### src/lock_cfg_pkg.sv
`default_nettype none

package lock_cfg_pkg;

    // Code and display geometry
    localparam int DIGIT_W        = 4;
    localparam int CODE_DIGITS    = 3;
    localparam int CODE_SLOTS     = 4;
    localparam int DISPLAY_DIGITS = 6;

    // Marker digits shared by keypad, code store and display
    localparam logic [DIGIT_W-1:0] DIGIT_TIMEOUT = 4'hE; // Keypad gave up waiting for digits
    localparam logic [DIGIT_W-1:0] DIGIT_CANCEL  = 4'hB; // Cancelled entry, also the blank digit
    localparam logic [DIGIT_W-1:0] DIGIT_FAIL    = 4'hA; // One failed attempt on the display
    localparam logic [DIGIT_W-1:0] DIGIT_EMPTY   = 4'hF; // Filler of an unused slot

    // Code held by slot 0 after reset, 1-2-3
    localparam logic [CODE_DIGITS*DIGIT_W-1:0] DEF_RESET_CODE_0 = {4'h1, 4'h2, 4'h3};

    // Timing defaults in clock cycles (1 kHz tick)
    localparam int unsigned DEF_DEBOUNCE_CYCLES   = 100;
    localparam int unsigned DEF_AUTO_LOCK_CYCLES  = 5000;
    localparam int unsigned DEF_OPEN_ALARM_CYCLES = 5000;
    localparam int unsigned DEF_BLOCK_CYCLES      = 30000;
    localparam int unsigned DEF_MAX_ATTEMPTS      = 5;

endpackage

`default_nettype wire

### src/lock_types_pkg.sv
`default_nettype none

package lock_types_pkg;
    import lock_cfg_pkg::*;

    typedef logic [DIGIT_W-1:0] digit_t;

    // Digit 0 sits in the top nibble, so 1-2-3 reads as 12'h123
    typedef logic [CODE_DIGITS*DIGIT_W-1:0] code_t;

    // Digit 0 in the top nibble is the leftmost digit shown
    typedef logic [DISPLAY_DIGITS*DIGIT_W-1:0] bcd_display_t;

    typedef logic [$clog2(CODE_SLOTS)-1:0] slot_idx_t;

    // Keypad entry, valid is a single cycle pulse
    typedef struct packed {
        logic  valid;
        code_t code;
    } keypad_entry_t;

    // Slot write port
    typedef struct packed {
        logic      valid;
        slot_idx_t slot;
        code_t     code;
    } code_load_t;

    // Answer of the code checker
    typedef struct packed {
        logic done;  // One cycle pulse
        logic match; // Valid with done
    } check_result_t;

endpackage

`default_nettype wire

### src/debounce_filter.sv
`default_nettype none
`timescale 1ns/10ps

module debounce_filter
    import lock_cfg_pkg::*;
#(
    parameter int unsigned DEBOUNCE_CYCLES = DEF_DEBOUNCE_CYCLES
) (
    input  logic clk,
    input  logic rst,
    input  logic button,
    output logic press
);

    localparam int CNT_W = $clog2(DEBOUNCE_CYCLES + 1);

    logic [CNT_W-1:0] held_cnt; // Consecutive cycles with the button down

    always_ff @(posedge clk or posedge rst) begin
        if (rst) begin
            held_cnt <= '0;
            press    <= 1'b0;
        end else begin
            press <= 1'b0;
            if (button) begin
                if (held_cnt != CNT_W'(DEBOUNCE_CYCLES))
                    held_cnt <= held_cnt + 1'b1; // Saturates once the press is long enough
            end else begin
                // Release, accept only a press held long enough
                press    <= (held_cnt == CNT_W'(DEBOUNCE_CYCLES));
                held_cnt <= '0;
            end
        end
    end

    // One press per release
    assert property (@(posedge clk) disable iff (rst) press |=> !press)
        else $error("debounce_filter: press held for more than one cycle");

endmodule

`default_nettype wire

### src/code_bank.sv
`default_nettype none
`timescale 1ns/10ps

module code_bank
    import lock_cfg_pkg::*, lock_types_pkg::*;
#(
    parameter code_t RESET_CODE_0 = DEF_RESET_CODE_0
) (
    input  logic          clk,
    input  logic          rst,
    input  code_load_t    load,
    input  logic          check_req,
    input  code_t         check_code,
    output check_result_t result
);

    localparam code_t     EMPTY_CODE = {CODE_DIGITS{DIGIT_EMPTY}};
    localparam slot_idx_t LAST_SLOT  = slot_idx_t'(CODE_SLOTS - 1);

    code_t     slots [CODE_SLOTS];
    code_t     code_q;   // Entered code under test
    slot_idx_t scan_idx; // Slot compared this cycle
    logic      busy;
    logic      slot_hit;
    logic [CODE_SLOTS-1:0] req_hist; // Recent requests, newest in bit 0

    // An empty slot never matches, even against an all F entry
    assign slot_hit = (slots[scan_idx] == code_q) && (slots[scan_idx] != EMPTY_CODE);

    // Answer in the cycle that compares the first hit or the last slot
    assign result.done  = busy && (slot_hit || scan_idx == LAST_SLOT);
    assign result.match = busy && slot_hit;

    always_ff @(posedge clk or posedge rst) begin
        if (rst) begin
            slots[0] <= RESET_CODE_0;
            for (int i = 1; i < CODE_SLOTS; i++)
                slots[i] <= EMPTY_CODE;
            busy     <= 1'b0;
            scan_idx <= '0;
        end else begin
            if (load.valid)
                slots[load.slot] <= load.code;

            if (check_req && !busy) begin
                busy     <= 1'b1;
                scan_idx <= '0; // Scan always starts at slot 0
            end else if (busy) begin
                if (result.done)
                    busy <= 1'b0; // First hit, or no slot matched
                else
                    scan_idx <= scan_idx + 1'b1;
            end
        end
    end

    always_ff @(posedge clk) begin
        if (check_req && !busy)
            code_q <= check_code;
    end

    always_ff @(posedge clk or posedge rst) begin
        if (rst)
            req_hist <= '0;
        else
            req_hist <= {req_hist[CODE_SLOTS-2:0], check_req};
    end

    // Every answer belongs to a request made within the last pass
    assert property (@(posedge clk) disable iff (rst) result.done |-> |req_hist)
        else $error("code_bank: done without a pending request");

    // Each accepted request is answered within one pass over the slots
    assert property (@(posedge clk) disable iff (rst)
        check_req && !busy |-> ##[1:CODE_SLOTS] result.done)
        else $error("code_bank: request not answered in time");

endmodule

`default_nettype wire

### src/attempt_guard.sv
`default_nettype none
`timescale 1ns/10ps

module attempt_guard
    import lock_cfg_pkg::*, lock_types_pkg::*;
#(
    parameter int unsigned MAX_ATTEMPTS = DEF_MAX_ATTEMPTS,
    parameter int unsigned BLOCK_CYCLES = DEF_BLOCK_CYCLES
) (
    input  logic         clk,
    input  logic         rst,
    input  logic         attempt_fail,
    input  logic         attempt_ok,
    output logic         blocked,
    output bcd_display_t display
);

    localparam int CNT_W   = $clog2(MAX_ATTEMPTS + 1);
    localparam int BLOCK_W = $clog2(BLOCK_CYCLES + 1);

    logic [CNT_W-1:0]   fail_cnt;
    logic [BLOCK_W-1:0] block_cnt;

    always_ff @(posedge clk or posedge rst) begin
        if (rst) begin
            fail_cnt  <= '0;
            block_cnt <= '0;
            blocked   <= 1'b0;
        end else if (blocked) begin
            // Keypad locked out, failures are not counted
            if (block_cnt == BLOCK_W'(BLOCK_CYCLES - 1)) begin
                blocked  <= 1'b0;
                fail_cnt <= '0;
            end
            block_cnt <= block_cnt + 1'b1;
        end else if (fail_cnt == CNT_W'(MAX_ATTEMPTS)) begin
            blocked   <= 1'b1;
            block_cnt <= '0;
        end else if (attempt_ok) begin
            fail_cnt <= '0;
        end else if (attempt_fail) begin
            fail_cnt <= fail_cnt + 1'b1;
        end
    end

    // One A per failure from the left, all A while blocked
    always_comb begin
        for (int i = 0; i < DISPLAY_DIGITS; i++) begin
            if (blocked || (i < fail_cnt))
                display[(DISPLAY_DIGITS-1-i)*DIGIT_W +: DIGIT_W] = DIGIT_FAIL;
            else
                display[(DISPLAY_DIGITS-1-i)*DIGIT_W +: DIGIT_W] = DIGIT_CANCEL;
        end
    end

    assert property (@(posedge clk) disable iff (rst) fail_cnt <= MAX_ATTEMPTS)
        else $error("attempt_guard: failure count above limit");

endmodule

`default_nettype wire

### src/door_fsm.sv
`default_nettype none
`timescale 1ns/10ps

module door_fsm
    import lock_cfg_pkg::*, lock_types_pkg::*;
#(
    parameter int unsigned AUTO_LOCK_CYCLES  = DEF_AUTO_LOCK_CYCLES,
    parameter int unsigned OPEN_ALARM_CYCLES = DEF_OPEN_ALARM_CYCLES
) (
    input  logic          clk,
    input  logic          rst,
    input  logic          door_open,
    input  logic          press,
    input  keypad_entry_t entry,
    input  logic          blocked,
    output logic          check_req,
    output code_t         check_code,
    input  check_result_t result,
    output logic          attempt_fail,
    output logic          attempt_ok,
    output logic          latch,
    output logic          beep
);

    localparam int unsigned TIMER_MAX =
        (AUTO_LOCK_CYCLES > OPEN_ALARM_CYCLES) ? AUTO_LOCK_CYCLES : OPEN_ALARM_CYCLES;
    localparam int TIMER_W = $clog2(TIMER_MAX + 1);

    typedef enum logic [2:0] {
        INIT,
        LOCKED,
        CHECKING,     // Waiting for the code checker
        TIMEOUT_BEEP,
        AJAR,         // Unlatched, door still closed
        OPEN,
        OPEN_ALARM,
        BLOCKED
    } door_state_t;

    door_state_t      state, state_next;
    logic [TIMER_W-1:0] timer; // Cycles spent in the current state
    digit_t           first_digit;
    logic             entry_code;

    assign first_digit = entry.code[$bits(code_t)-1 -: DIGIT_W];
    // Entry that starts a code check
    assign entry_code  = entry.valid && first_digit != DIGIT_TIMEOUT
                         && first_digit != DIGIT_CANCEL;

    always_comb begin
        state_next = state;
        case (state)
            INIT:         if (!door_open) state_next = LOCKED;
            LOCKED: begin
                if (blocked)
                    state_next = BLOCKED;
                else if (press)
                    state_next = AJAR;
                else if (entry.valid && first_digit == DIGIT_TIMEOUT)
                    state_next = TIMEOUT_BEEP;
                else if (entry_code)
                    state_next = CHECKING;
            end
            CHECKING:     if (result.done) state_next = result.match ? AJAR : LOCKED;
            TIMEOUT_BEEP: state_next = LOCKED;
            AJAR: begin
                if (door_open)
                    state_next = OPEN;
                else if (press || timer == TIMER_W'(AUTO_LOCK_CYCLES - 1))
                    state_next = LOCKED; // Inside press or auto lock
            end
            OPEN: begin
                if (!door_open)
                    state_next = AJAR;
                else if (timer == TIMER_W'(OPEN_ALARM_CYCLES - 1))
                    state_next = OPEN_ALARM;
            end
            OPEN_ALARM:   if (!door_open) state_next = AJAR;
            BLOCKED:      if (!blocked) state_next = LOCKED;
            default:      state_next = INIT;
        endcase
    end

    always_ff @(posedge clk or posedge rst) begin
        if (rst) begin
            state <= INIT;
            timer <= '0;
        end else begin
            state <= state_next;
            if (state_next != state)
                timer <= '0; // Restart on every state change
            else if (timer != TIMER_W'(TIMER_MAX))
                timer <= timer + 1'b1;
        end
    end

    // Request leaves with the transition into CHECKING
    assign check_req  = (state == LOCKED) && (state_next == CHECKING);
    assign check_code = entry.code;

    assign attempt_ok   = (state == CHECKING) && result.done && result.match;
    assign attempt_fail = (state == CHECKING) && result.done && !result.match;

    assign latch = (state == LOCKED) || (state == CHECKING)
                   || (state == TIMEOUT_BEEP) || (state == BLOCKED);
    assign beep  = (state == TIMEOUT_BEEP) || (state == OPEN_ALARM);

    // Timeout beep only right after a keypad entry, otherwise only the open alarm
    assert property (@(posedge clk) disable iff (rst)
        beep |-> (state == OPEN_ALARM) || (state == TIMEOUT_BEEP && $past(entry.valid)))
        else $error("door_fsm: beep outside of an alarm state");

endmodule

`default_nettype wire

### src/lock_top.sv
`default_nettype none
`timescale 1ns/10ps

module lock_top
    import lock_cfg_pkg::*, lock_types_pkg::*;
#(
    parameter int unsigned DEBOUNCE_CYCLES   = DEF_DEBOUNCE_CYCLES,
    parameter int unsigned AUTO_LOCK_CYCLES  = DEF_AUTO_LOCK_CYCLES,
    parameter int unsigned OPEN_ALARM_CYCLES = DEF_OPEN_ALARM_CYCLES,
    parameter int unsigned BLOCK_CYCLES      = DEF_BLOCK_CYCLES,
    parameter int unsigned MAX_ATTEMPTS      = DEF_MAX_ATTEMPTS,
    parameter code_t       RESET_CODE_0      = DEF_RESET_CODE_0
) (
    input  logic          clk,
    input  logic          rst,
    input  logic          door_open,
    input  logic          inside_button,
    input  keypad_entry_t entry,
    input  code_load_t    load,
    output logic          latch,
    output logic          beep,
    output bcd_display_t  display
);

    logic          press;
    logic          check_req;
    code_t         check_code;
    check_result_t result;
    logic          attempt_fail;
    logic          attempt_ok;
    logic          blocked;

    debounce_filter #(.DEBOUNCE_CYCLES(DEBOUNCE_CYCLES)) u_debounce (
        .clk(clk), .rst(rst), .button(inside_button), .press(press)
    );

    code_bank #(.RESET_CODE_0(RESET_CODE_0)) u_code_bank (
        .clk(clk), .rst(rst), .load(load),
        .check_req(check_req), .check_code(check_code), .result(result)
    );

    attempt_guard #(.MAX_ATTEMPTS(MAX_ATTEMPTS), .BLOCK_CYCLES(BLOCK_CYCLES)) u_guard (
        .clk(clk), .rst(rst), .attempt_fail(attempt_fail), .attempt_ok(attempt_ok),
        .blocked(blocked), .display(display)
    );

    door_fsm #(
        .AUTO_LOCK_CYCLES(AUTO_LOCK_CYCLES),
        .OPEN_ALARM_CYCLES(OPEN_ALARM_CYCLES)
    ) u_door_fsm (
        .clk(clk), .rst(rst), .door_open(door_open), .press(press), .entry(entry),
        .blocked(blocked), .check_req(check_req), .check_code(check_code),
        .result(result), .attempt_fail(attempt_fail), .attempt_ok(attempt_ok),
        .latch(latch), .beep(beep)
    );

endmodule

`default_nettype wire

### config.mk
export PLATFORM = sky130hd
export DESIGN_NAME = lock_top
export DESIGN_NICKNAME = d
export VERILOG_FILES = /design/src/lock_cfg_pkg.sv /design/src/lock_types_pkg.sv /design/src/debounce_filter.sv /design/src/code_bank.sv /design/src/attempt_guard.sv /design/src/door_fsm.sv /design/src/lock_top.sv
export SDC_FILE = /design/constraint.sdc
export NUM_CORES = 1
export LEC_CHECK = 0
export ABC_AREA = 1
export CAP_MARGIN = 20
export CORE_MARGIN = 3
export CORE_UTILIZATION = 57
export DETAILED_ROUTE_END_ITERATION = 16
export DONT_BUFFER_PORTS = 1
export GPL_TIMING_DRIVEN = 0
export PLACE_DENSITY = 0.79
export SYNTH_ARGS = -nofsm -noshare
export SYNTH_HDL_FRONTEND = slang
export SYNTH_HIERARCHICAL = 1
export SYNTH_SLANG_ARGS = --single-unit
### constraint.sdc
create_clock -name clk -period 3.9 [get_ports clk]
set_input_delay 0.195 -clock clk [delete_from_list [all_inputs] [get_ports clk]]
set_output_delay 0.195 -clock clk [all_outputs]
set_load 0.01 [all_outputs]
==> Word level (Yosys, flattened, before mapping) <==
Cells that the tools add are included.
{ "classes": {"multipliers": 0, "reduce_logical": 33, "addsub": 5, "shift": 0, "div": 0, "magnitude_cmp": 9, "n_bitwise": 2, "eq_ne": 25, "muxes": 47} }
{ "op_table": {"columns": ["cell", "count"], "rows": [
  ["$mux W3", 18],
  ["$bwmux W48", 1],
  ["$mux W12", 3],
  ["$mux W15", 2],
  ["$mux W13", 2],
  ["$bmux W12 S2", 1],
  ["$demux W12 S2", 1],
  ["$pmux W3 S8", 1],
  ["$add A15 B1 Y15 const B", 1],
  ["$eq A15 B15 Y1 const B", 1],
  ["$eq A3 B3 Y1 const B", 5],
  ["$mux W7", 2],
  ["$add A13 B1 Y13 const B", 1],
  ["$eq A13 B13 Y1 const B", 1],
  ["$mux W1", 13],
  ["$ne A13 B13 Y1 const B", 1],
  ["$eq A12 B12 Y1", 1],
  ["$logic_and A1 B1 Y1", 12],
  ["$logic_or A1 B1 Y1", 12],
  ["$ne A12 B12 Y1 const B", 1],
  ["$eq A3 B2 Y1 const B", 3],
  ["$ne A4 B4 Y1 const B", 2],
  ["$add A7 B1 Y7 const B", 1],
  ["$eq A7 B7 Y1 const B", 1],
  ["other kinds (22)", 34]
]} }
{ "word_totals": {"ff_bits": 106, "elab_cells": 135, "latchBits": 0, "romBits": 0, "out_inout_bits": 26, "n_memories": 0, "mem_bits_rw": 0, "in_bits": 32} }

==> Logic depth before layout (Yosys ltp) <==
Gate-level depths: netlist of run 1.
{ "depth": {"depth_word": 15, "depth_mapped": 25, "ltp_nobuf": 23} }

==> Hierarchy <==
The synthesis of run 1 kept the hierarchy.
{ "modules_own_cells": {"columns": ["module", "instances", "cells_each", "area_per_inst_um2"], "rows": [
  ["code_bank", 1, 397, 3134.3],
  ["attempt_guard", 1, 173, 1272.5],
  ["door_fsm", 1, 177, 1263.7],
  ["debounce_filter", 1, 58, 480.5]
]} }

==> Worst setup path after synthesis of run 1 <==
OpenSTA, ideal clock, no wires.
{ "synth_timing": {"kind": "register to register", "startpoint": "register u_code_bank.scan_idx[0]", "endpoint": "register u_code_bank.code_q[0], enable pin", "arrival_time_ns": 2.356, "path_slack_ns": 1.201, "path_buffers": 2, "stages_incl_launch_ff": 22, "synth_period_minus_slack_ns": 2.699, "required_time_ns": 3.556, "path_cell_list": "dfrtp_1 buf_6 inv_6 buf_6 nand2_1 nand3_1 nand2_1 nand2_1 nand2_1 nor2_1 nand2_1 nor2_4 nand2_2 nor2_1 inv_1 nand3_1 nand3_1 a21oi_1 nand3_1 nor2_1 nand2_1 inv_1"} }
{ "synth_lines": {"columns": ["element", "line_no", "rtl"], "rows": [
  ["start, declared", "code_bank.sv:22", "slot_idx_t scan_idx;"],
  ["start signal, assigned", "code_bank.sv:52", "scan_idx <= scan_idx + 1'b1;"],
  ["end signal, assigned", "code_bank.sv:59", "code_q <= check_code;"],
  ["end, declared", "code_bank.sv:21", "code_t code_q;"]
]} }

==> metrics.md, run 1 <==
| Metric | Value |
|---|---|
| Outcome | `completed` |
| Worst path arrival time | `3420 ps` |
| Synthesized flop and latch total | `106` |
| Die area | `0.0121 mm2` |
| Die Ht | `110 um` |
| Post-placement cell count | `958` |
| Worst path required time | `about 3900 ps` |
| Compound-Gate Fraction of Synth Area | `just over 7%` |
| Max-slew headroom | `approximately 50%` |
| WL per Instance | `13.7 um` |
| TritonRoute pass-1 iters | `4` |
| Worst Skew | `9.53 ps` |
| Class of the worst hold path | `input port to flop` |
| Area Overhead vs Synth | `11.5%` |
| Slew @ Worst Pin | `750 ps` |
| Post-cts sizing count | `0` |
| Vias per cell | `5.20` |
| RSZ-0062 raised after global routing | `false` |
| Grt total ovfl | `0` |
| CTS tree | `done` |
| Post-DP HPWL | `10.1 mm` |
| Setup crit start kind | `flop` |
| CTS sink cnt | `between 100 and 150` |
| Pins Over Slew Limit | `0` |
| Via Count | `between 5,000 and 6,000` |
| Clock transition at path regs | `100 ps` |
| PwrDens | `497 mW/mm2` |
| Final Hold Viols | `0` |
| Most frequent cells in the layout | `nand2_1 (261), inv_1 (88), nand3_1 (77)` |
| CP Class | `flop to flop` |
| I/O Buffers | `0` |
| Routed Antenna Nets | `0` |
| Hold EP | `u_code_bank/slots[3]` |
| First-pass GRT wire length | `22.8 mm` |
| Leak | `3.40 nW` |
| Tot GR Track Use | `24.2%` |
| Post-route cell area | `0.00686 mm2` |
| Worst R2R Start | `u_code_bank/scan_idx[0]` |
| Synth top area share | `22.0%` |
| Synth area leaders | `dfrtp_1 (22%), dfstp_2 (17%), nand2_1 (16%), nand3_1 (6.3%), edfxtp_1 (5.9%)` |
| Num CTS Buffers | `9` |
| Syn_area_per_cell | `~7.6 um2` |
| Register area share after synthesis | `44.9%` |
| Reg2reg end | `u_code_bank/code_q[11]` |
| Vias in the first global route | `roughly 5,000` |
| Root buf cell | `clkbuf_8` |
| # diodes | `0` |
| Die width | `110 um` |
| Mux share of post-synthesis cell area | `0%` |
| Routability cong. | `0.925` |
| # setup viols final | `0` |
| Fraction of layout cells with a size suffix above 1 | `17.4%` |
| Peak VDD IR | `~230 uV` |
| Placed Area | `approximately 0.0064 mm2` |
| DR iter-0 viols | `319` |
| Worst-skew pair later-pin latency | `about 370 ps` |
| Initial antenna violation count | `0` |
| Core box area | `0.0104 mm2` |
| Nets | `896` |
| Worst Hold Depth | `2` |
| Syn Inst Count | `around 810` |
| Fin crit period | `3400 ps` |
| DRC violation count after routing | `0` |
| Final wirelength | `between 10 and 15 mm` |
| Period utilization | `87.1%` |
| Commonest non-fill, non-tap cell in the layout | `nand2_1` |
| Setup tns final | `0 ps` |
| Starting Density | `59.1%` |
| Clk buf depth | `2` |
| Synth Cell Area | `0.00615 mm2` |
| Worst hold slack | `31.5 ps` |
| Max Cap Violations | `0` |
| Htree depth | `3` |
| Cell Count, Final, Fillers Out | `997` |
| Synth warn | `6` |
| I/O pin total | `58` |
| Critical-path maximum fanout | `12` |
| Largest net degree at the start of global routing | `27` |
| Synth cell types | `38` |
| XOR/XNOR Fraction of Synth Area | `1.71%` |
| Max Freq | `294 MHz` |
| Simple-gate share of the synthesized area | `32.4%` |
| Endpoint class of the critical path | `flop` |
| R2r setup slk | `between 500 and 600 ps` |
| Placement Rows | `37` |
| Largest family of logic cells by synthesized area | `simple AND/OR/NAND/NOR gates` |
| R2r worst-path depth | `21` |
| Synth Area in Adders | `approximately 1.6%` |
| Dominant cell type by area after synthesis | `dfrtp_1` |
| HP Start | `load[3]` |
==> where the power goes <==
group | internal (mW) | switching, mW
clock network | 0.381 | 0.365
logic | 0.440 | 0.824
registers | 1.30 | 0.100
==> registers in the layout (all words and copies together), names as in the netlist <==
name,count
u_guard/block_cnt,15
u_guard/blocked,1
u_door_fsm/timer,13
u_code_bank/scan_idx,2
u_guard/fail_cnt,3
u_debounce/held_cnt,7
u_debounce/press,1
u_code_bank/busy,1
u_code_bank/slots,48
u_door_fsm/state,3
u_code_bank/code_q,12
==> kinds of logic after synthesis <==
group / after synthesis
AO/OA/AOI/OAI: 82
XOR/XNOR: 12
adder cells (fa/ha/maj): 8
buffers and inverters: 148
flip-flops: 106
other: 2
AND/OR/NAND/NOR: 447
==> metal layers <==
layer / GRT usage [%] / share of wire, % / vias to the layer above
met5: 0 / 0 / -
met4: 7.21 / 1.9 / 0
met3: 6.34 / 5.4 / 13
met2: 43.3 / 52 / 127
met1: 28.3 / 40 / 2462
li1: - / - / 2581
==> metrics by stage <==
stage / worst slack, ps / utilization [%] / total power, mW
after detailed placement: 591 / 61.5 / 2.64
after floorplan: 1200 / - / 2.36
after global routing: 188 / 65.8 / 3.65
final: 502 / 65.8 / 3.41
after global placement: 668 / 61.3 / 2.59
after CTS: 541 / 65.8 / 3.42
==> layout make-up <==
class                      count  area [um2]
sequential                   106        2760
clock inverter                 4        73.8
inverter                      95         362
fill                         907        3560
timing repair buffer          24         258
clock buffer                  12         145
multi-input combinational    567        2700
tap                          136         170
buffer                        53         387
==> critical path, stage by stage (launching register included) <==
cell     delay, ps
dfrtp_1        410
buf_6          160
inv_6           80
buf_6          150
nand2_1         70
nand3_1        160
nand2_1        110
nand2_1         80
nand2_1         50
nor2_1         100
nand2_1         90
nor2_4         150
nand2_2         80
nor2_1         120
inv_1           50
nand3_1        150
nand3_1        100
a21oi_1        180
nand3_1        130
nor2_1         140
nand2_1        130
inv_1          370
==> how the worst max path moves through the flow <==
stage,start,end,slack (ps),cells past startpoint
2_1_floorplan,u_code_bank/scan_idx[0],u_code_bank/code_q[0],1200,21
3_3_place_gp,u_code_bank/scan_idx[0],u_code_bank/code_q[11],670,21
3_5_place_dp,u_code_bank/scan_idx[0],u_code_bank/code_q[11],590,21
4_1_cts,u_code_bank/scan_idx[0],u_code_bank/code_q[11],540,21
5_1_grt,u_code_bank/scan_idx[0],u_code_bank/code_q[11],190,21
6_report,u_code_bank/scan_idx[0],u_code_bank/code_q[11],500,21
==> synthesized netlist by cell type, drive strengths merged <==
library cell and number:
nor3 8, conb 2, nand4 8, clkbuf 9
a31o 1, o211a 1, dfstp 40, xor2 8
o21bai 1, a22oi 1, ha 8, a21oi 13
buf 44, xnor2 4, nor2 73, nand2 271
dfrtp 54, nand3b 5, o21ai 65, or2 2
inv 95, edfxtp 12, nand3 80
==> what timing repair did <==
item / CTS / global route
buffers inserted: 0 / 0
hold buffers: 23 / 0
hold endpoints to repair: 88 / 0
Power figures use the tool's default switching activity.
==> run 2: changes to the inputs <==
--- a/config.mk
+++ b/config.mk
@@ -8,11 +8,11 @@
 export ABC_AREA = 1
 export CAP_MARGIN = 20
 export CORE_MARGIN = 3
-export CORE_UTILIZATION = 57
+export CORE_UTILIZATION = 35
 export DETAILED_ROUTE_END_ITERATION = 16
 export DONT_BUFFER_PORTS = 1
 export GPL_TIMING_DRIVEN = 0
-export PLACE_DENSITY = 0.79
+export PLACE_DENSITY = 0.56
 export SYNTH_ARGS = -nofsm -noshare
 export SYNTH_HDL_FRONTEND = slang
 export SYNTH_HIERARCHICAL = 1
==> metrics.md, run 2 (synthesis results as in run 1) <==
| Metric | Value |
|---|---|
| DR iter-0 viols | `285 (-11%)` |
| Setup crit start kind | `flop` |
| Initial antenna violation count | `0 (unchanged)` |
| Routability cong. | `0.834 (-9.8%)` |
| Class of the worst hold path | `input port to flop` |
| Via Count | `4,901 (-5.4%)` |
| Pins Over Slew Limit | `0 (unchanged)` |
| Max stage delay on crit path | `400 ps (about the same)` |
| TritonRoute pass-1 iters | `4 (unchanged)` |
| Die width | `139 um (+26%)` |
| Grt total ovfl | `0 (unchanged)` |
| Top reg by flops | `u_code_bank/slots` |
| Nets | `876 (-2.2%)` |
| Area Overhead vs Synth | `12.1%` |
| PnR worst setup slack | `518 ps (+16.4 ps)` |
| Pre-CTS WS | `496 ps (-95.1 ps)` |
| Critical-path maximum fanout | `12 (unchanged)` |
| Die area | `0.0192 mm2 (+59%)` |
| R2r setup slk | `520 ps (+20 ps)` |
| Buffers & Inverters on Critical Path | `5 (unchanged)` |
| Leak | `3.38 nW (-0.61%)` |
| Routed Antenna Nets | `0 (unchanged)` |
| Starting Density | `36.4% (-23 points)` |
| Worst-skew pair later-pin latency | `350 ps (-20 ps)` |
| Post-DP HPWL | `10.4 mm (+2.7%)` |
| Endpoint class of the critical path | `flop` |
| Max Cap Violations | `0 (unchanged)` |
| # setup viols final | `0 (unchanged)` |
| Max reg flops | `48 (unchanged)` |
| CTS sink cnt | `106 (unchanged)` |
| Core box area | `0.0169 mm2 (+62%)` |
| First-pass GRT wire length | `23.7 mm (+3.6%)` |
| # hold bufs at CTS | `2 (-91%)` |
| I/O Buffers | `0 (unchanged)` |
| Fillers | `1,739 (+92%)` |
| WL per Instance | `13.2 um (-3.8%)` |
| Sequential cell area | `0.00276 mm2 (unchanged)` |
| Largest net degree at the start of global routing | `30 (+11%)` |
| Most frequent cells in the layout | `nand2_1 (261), inv_1 (88), nand3_1 (77)` |
| Worst path arrival time | `3370 ps (-50 ps)` |
| Slowest cell on crit path | `dfrtp_1` |
| Slew @ Worst Pin | `751 ps (+1.03 ps)` |
| # diodes | `0 (unchanged)` |
| CP Class | `flop to flop` |
| RSZ-0062 raised after global routing | `false` |
| Total Power | `3.69 mW (+8.2%)` |
| Tot GR Track Use | `15.1% (-9.1 points)` |
| Max-slew headroom | `49.9% (-0.068 points)` |
| Final wirelength | `14.0 mm (+2.4%)` |
| Htree depth | `3 (unchanged)` |
| Setup bufs post-CTS | `0 (unchanged)` |
| Crit-path leading delay family | `simple AND/OR/NAND/NOR gates` |
| I/O pin total | `58 (unchanged)` |
| Clock transition at path regs | `70 ps (-30 ps)` |
| Worst path cell trace | `buf_6 > inv_6 > buf_6 > nand2_1 > nand3_1 > nand2_1 > nand2_1 > nand2_1 > nor2_1 > nand2_1 > nor2_4 > nand2_2 > nor2_1 > inv_1 > nand3_1 > nand3_1 > a21oi_1 > nand3_1 > nor2_1 > nand2_1 > inv_1` |
| Fin crit period | `3380 ps (-16.4 ps)` |
| Root buf cell | `clkbuf_16` |
| Placement Rows | `47 (+27%)` |
| Area of the multi-input gates | `0.00270 mm2 (unchanged)` |
| DRC violation count after routing | `0 (unchanged)` |
| Most Frequent Cell on Critical Path | `nand2_1` |
| Post-cts sizing count | `0 (unchanged)` |
| Commonest non-fill, non-tap cell in the layout | `nand2_1` |
| Clk buf depth | `2 (unchanged)` |
| Max Freq | `296 MHz (+0.48%)` |
| Peak VDD IR | `282 uV (+20%)` |
| Outcome | `completed` |
| Worst Skew | `10.6 ps (+1.09 ps)` |
| Setup tns final | `0 ps (unchanged)` |
| Worst path required time | `3890 ps (-30 ps)` |
| Vias per cell | `4.62 (-11%)` |
| PwrDens | `535 mW/mm2 (+7.6%)` |
| Period utilization | `86.7% (-0.42 points)` |
| Final Hold Viols | `0 (unchanged)` |
| Num CTS Buffers | `9 (unchanged)` |
| Largest regs | `u_code_bank/slots: 48 flops, u_guard/block_cnt: 15 flops, u_door_fsm/timer: 13 flops` |
| Fraction of layout cells with a size suffix above 1 | `18.1% (+0.65 points)` |
| CTS tree | `done` |
| Vias in the first global route | `4,717 (-5.7%)` |
| Die Ht | `139 um (+26%)` |
-- run 2: final timing paths --
kind                                           to  depth (start not counted)               startpoint
max in group asynchronous   u_code_bank/slots[19]                          3                      rst
setup / recovery            u_code_bank/code_q[5]                         21  u_code_bank/scan_idx[0]
min in group asynchronous  u_debounce/held_cnt[1]                          2                      rst
hold / removal             u_code_bank/code_q[11]                          1                entry[11]
setup reg to reg            u_code_bank/code_q[5]                         21  u_code_bank/scan_idx[0]
hold reg to reg              u_code_bank/slots[2]                          2     u_code_bank/slots[2]
-- run 2: layout make-up --
class | instances | share of cell area [%]
timing repair buffer | 4 | 0.726
tap | 220 | 3.99
sequential | 106 | 40.1
inverter | 95 | 5.25
clock inverter | 4 | 0.817
multi-input combinational | 567 | 39.2
buffer | 53 | 5.61
clock buffer | 12 | 4.36
-- run 2: worst register-to-register path: cells and delay by family, from the launching register on --
kind	cells	cell delay, ps
DFF	1	400
and+or+nand+nor	15	1590
AOI/OAI and AO/OA	1	190
buffers and inverters	5	830
-- run 2: metal layers --
layer  part of all wire, %  track usage, %  vias to the layer above  wire length, um
met4                   1.4            4.16                        0              201
met3                   4.4            3.38                       14              618
met1                    47            20.2                     2247             6560
met5                     0               0                        -                0
met2                    47            24.7                       77             6660
li1                      -               -                     2563                -
-- run 2: per-stage QoR --
| step | instances | utilization (%) | hold slack, ps | cell area (um2) |
|---|---|---|---|---|
| floorplan | 821 | - | 10.7 | 6210 |
| global placement | 1041 | 38.4 | 59.7 | 6490 |
| detailed placement | 1042 | 38.5 | 59.5 | 6510 |
| CTS | 1060 | 40.8 | 0.369 | 6880 |
| global route | 1061 | 40.8 | 1.40 | 6890 |
| finish | 1061 | 40.8 | 18.6 | 6890 |
-- run 2: report_power, final --
group | internal (mW) | switching (mW) | total, mW
combinational | 0.426 | 0.809 | 1.24
sequential | 1.30 | 0.0950 | 1.39
clock | 0.623 | 0.437 | 1.06
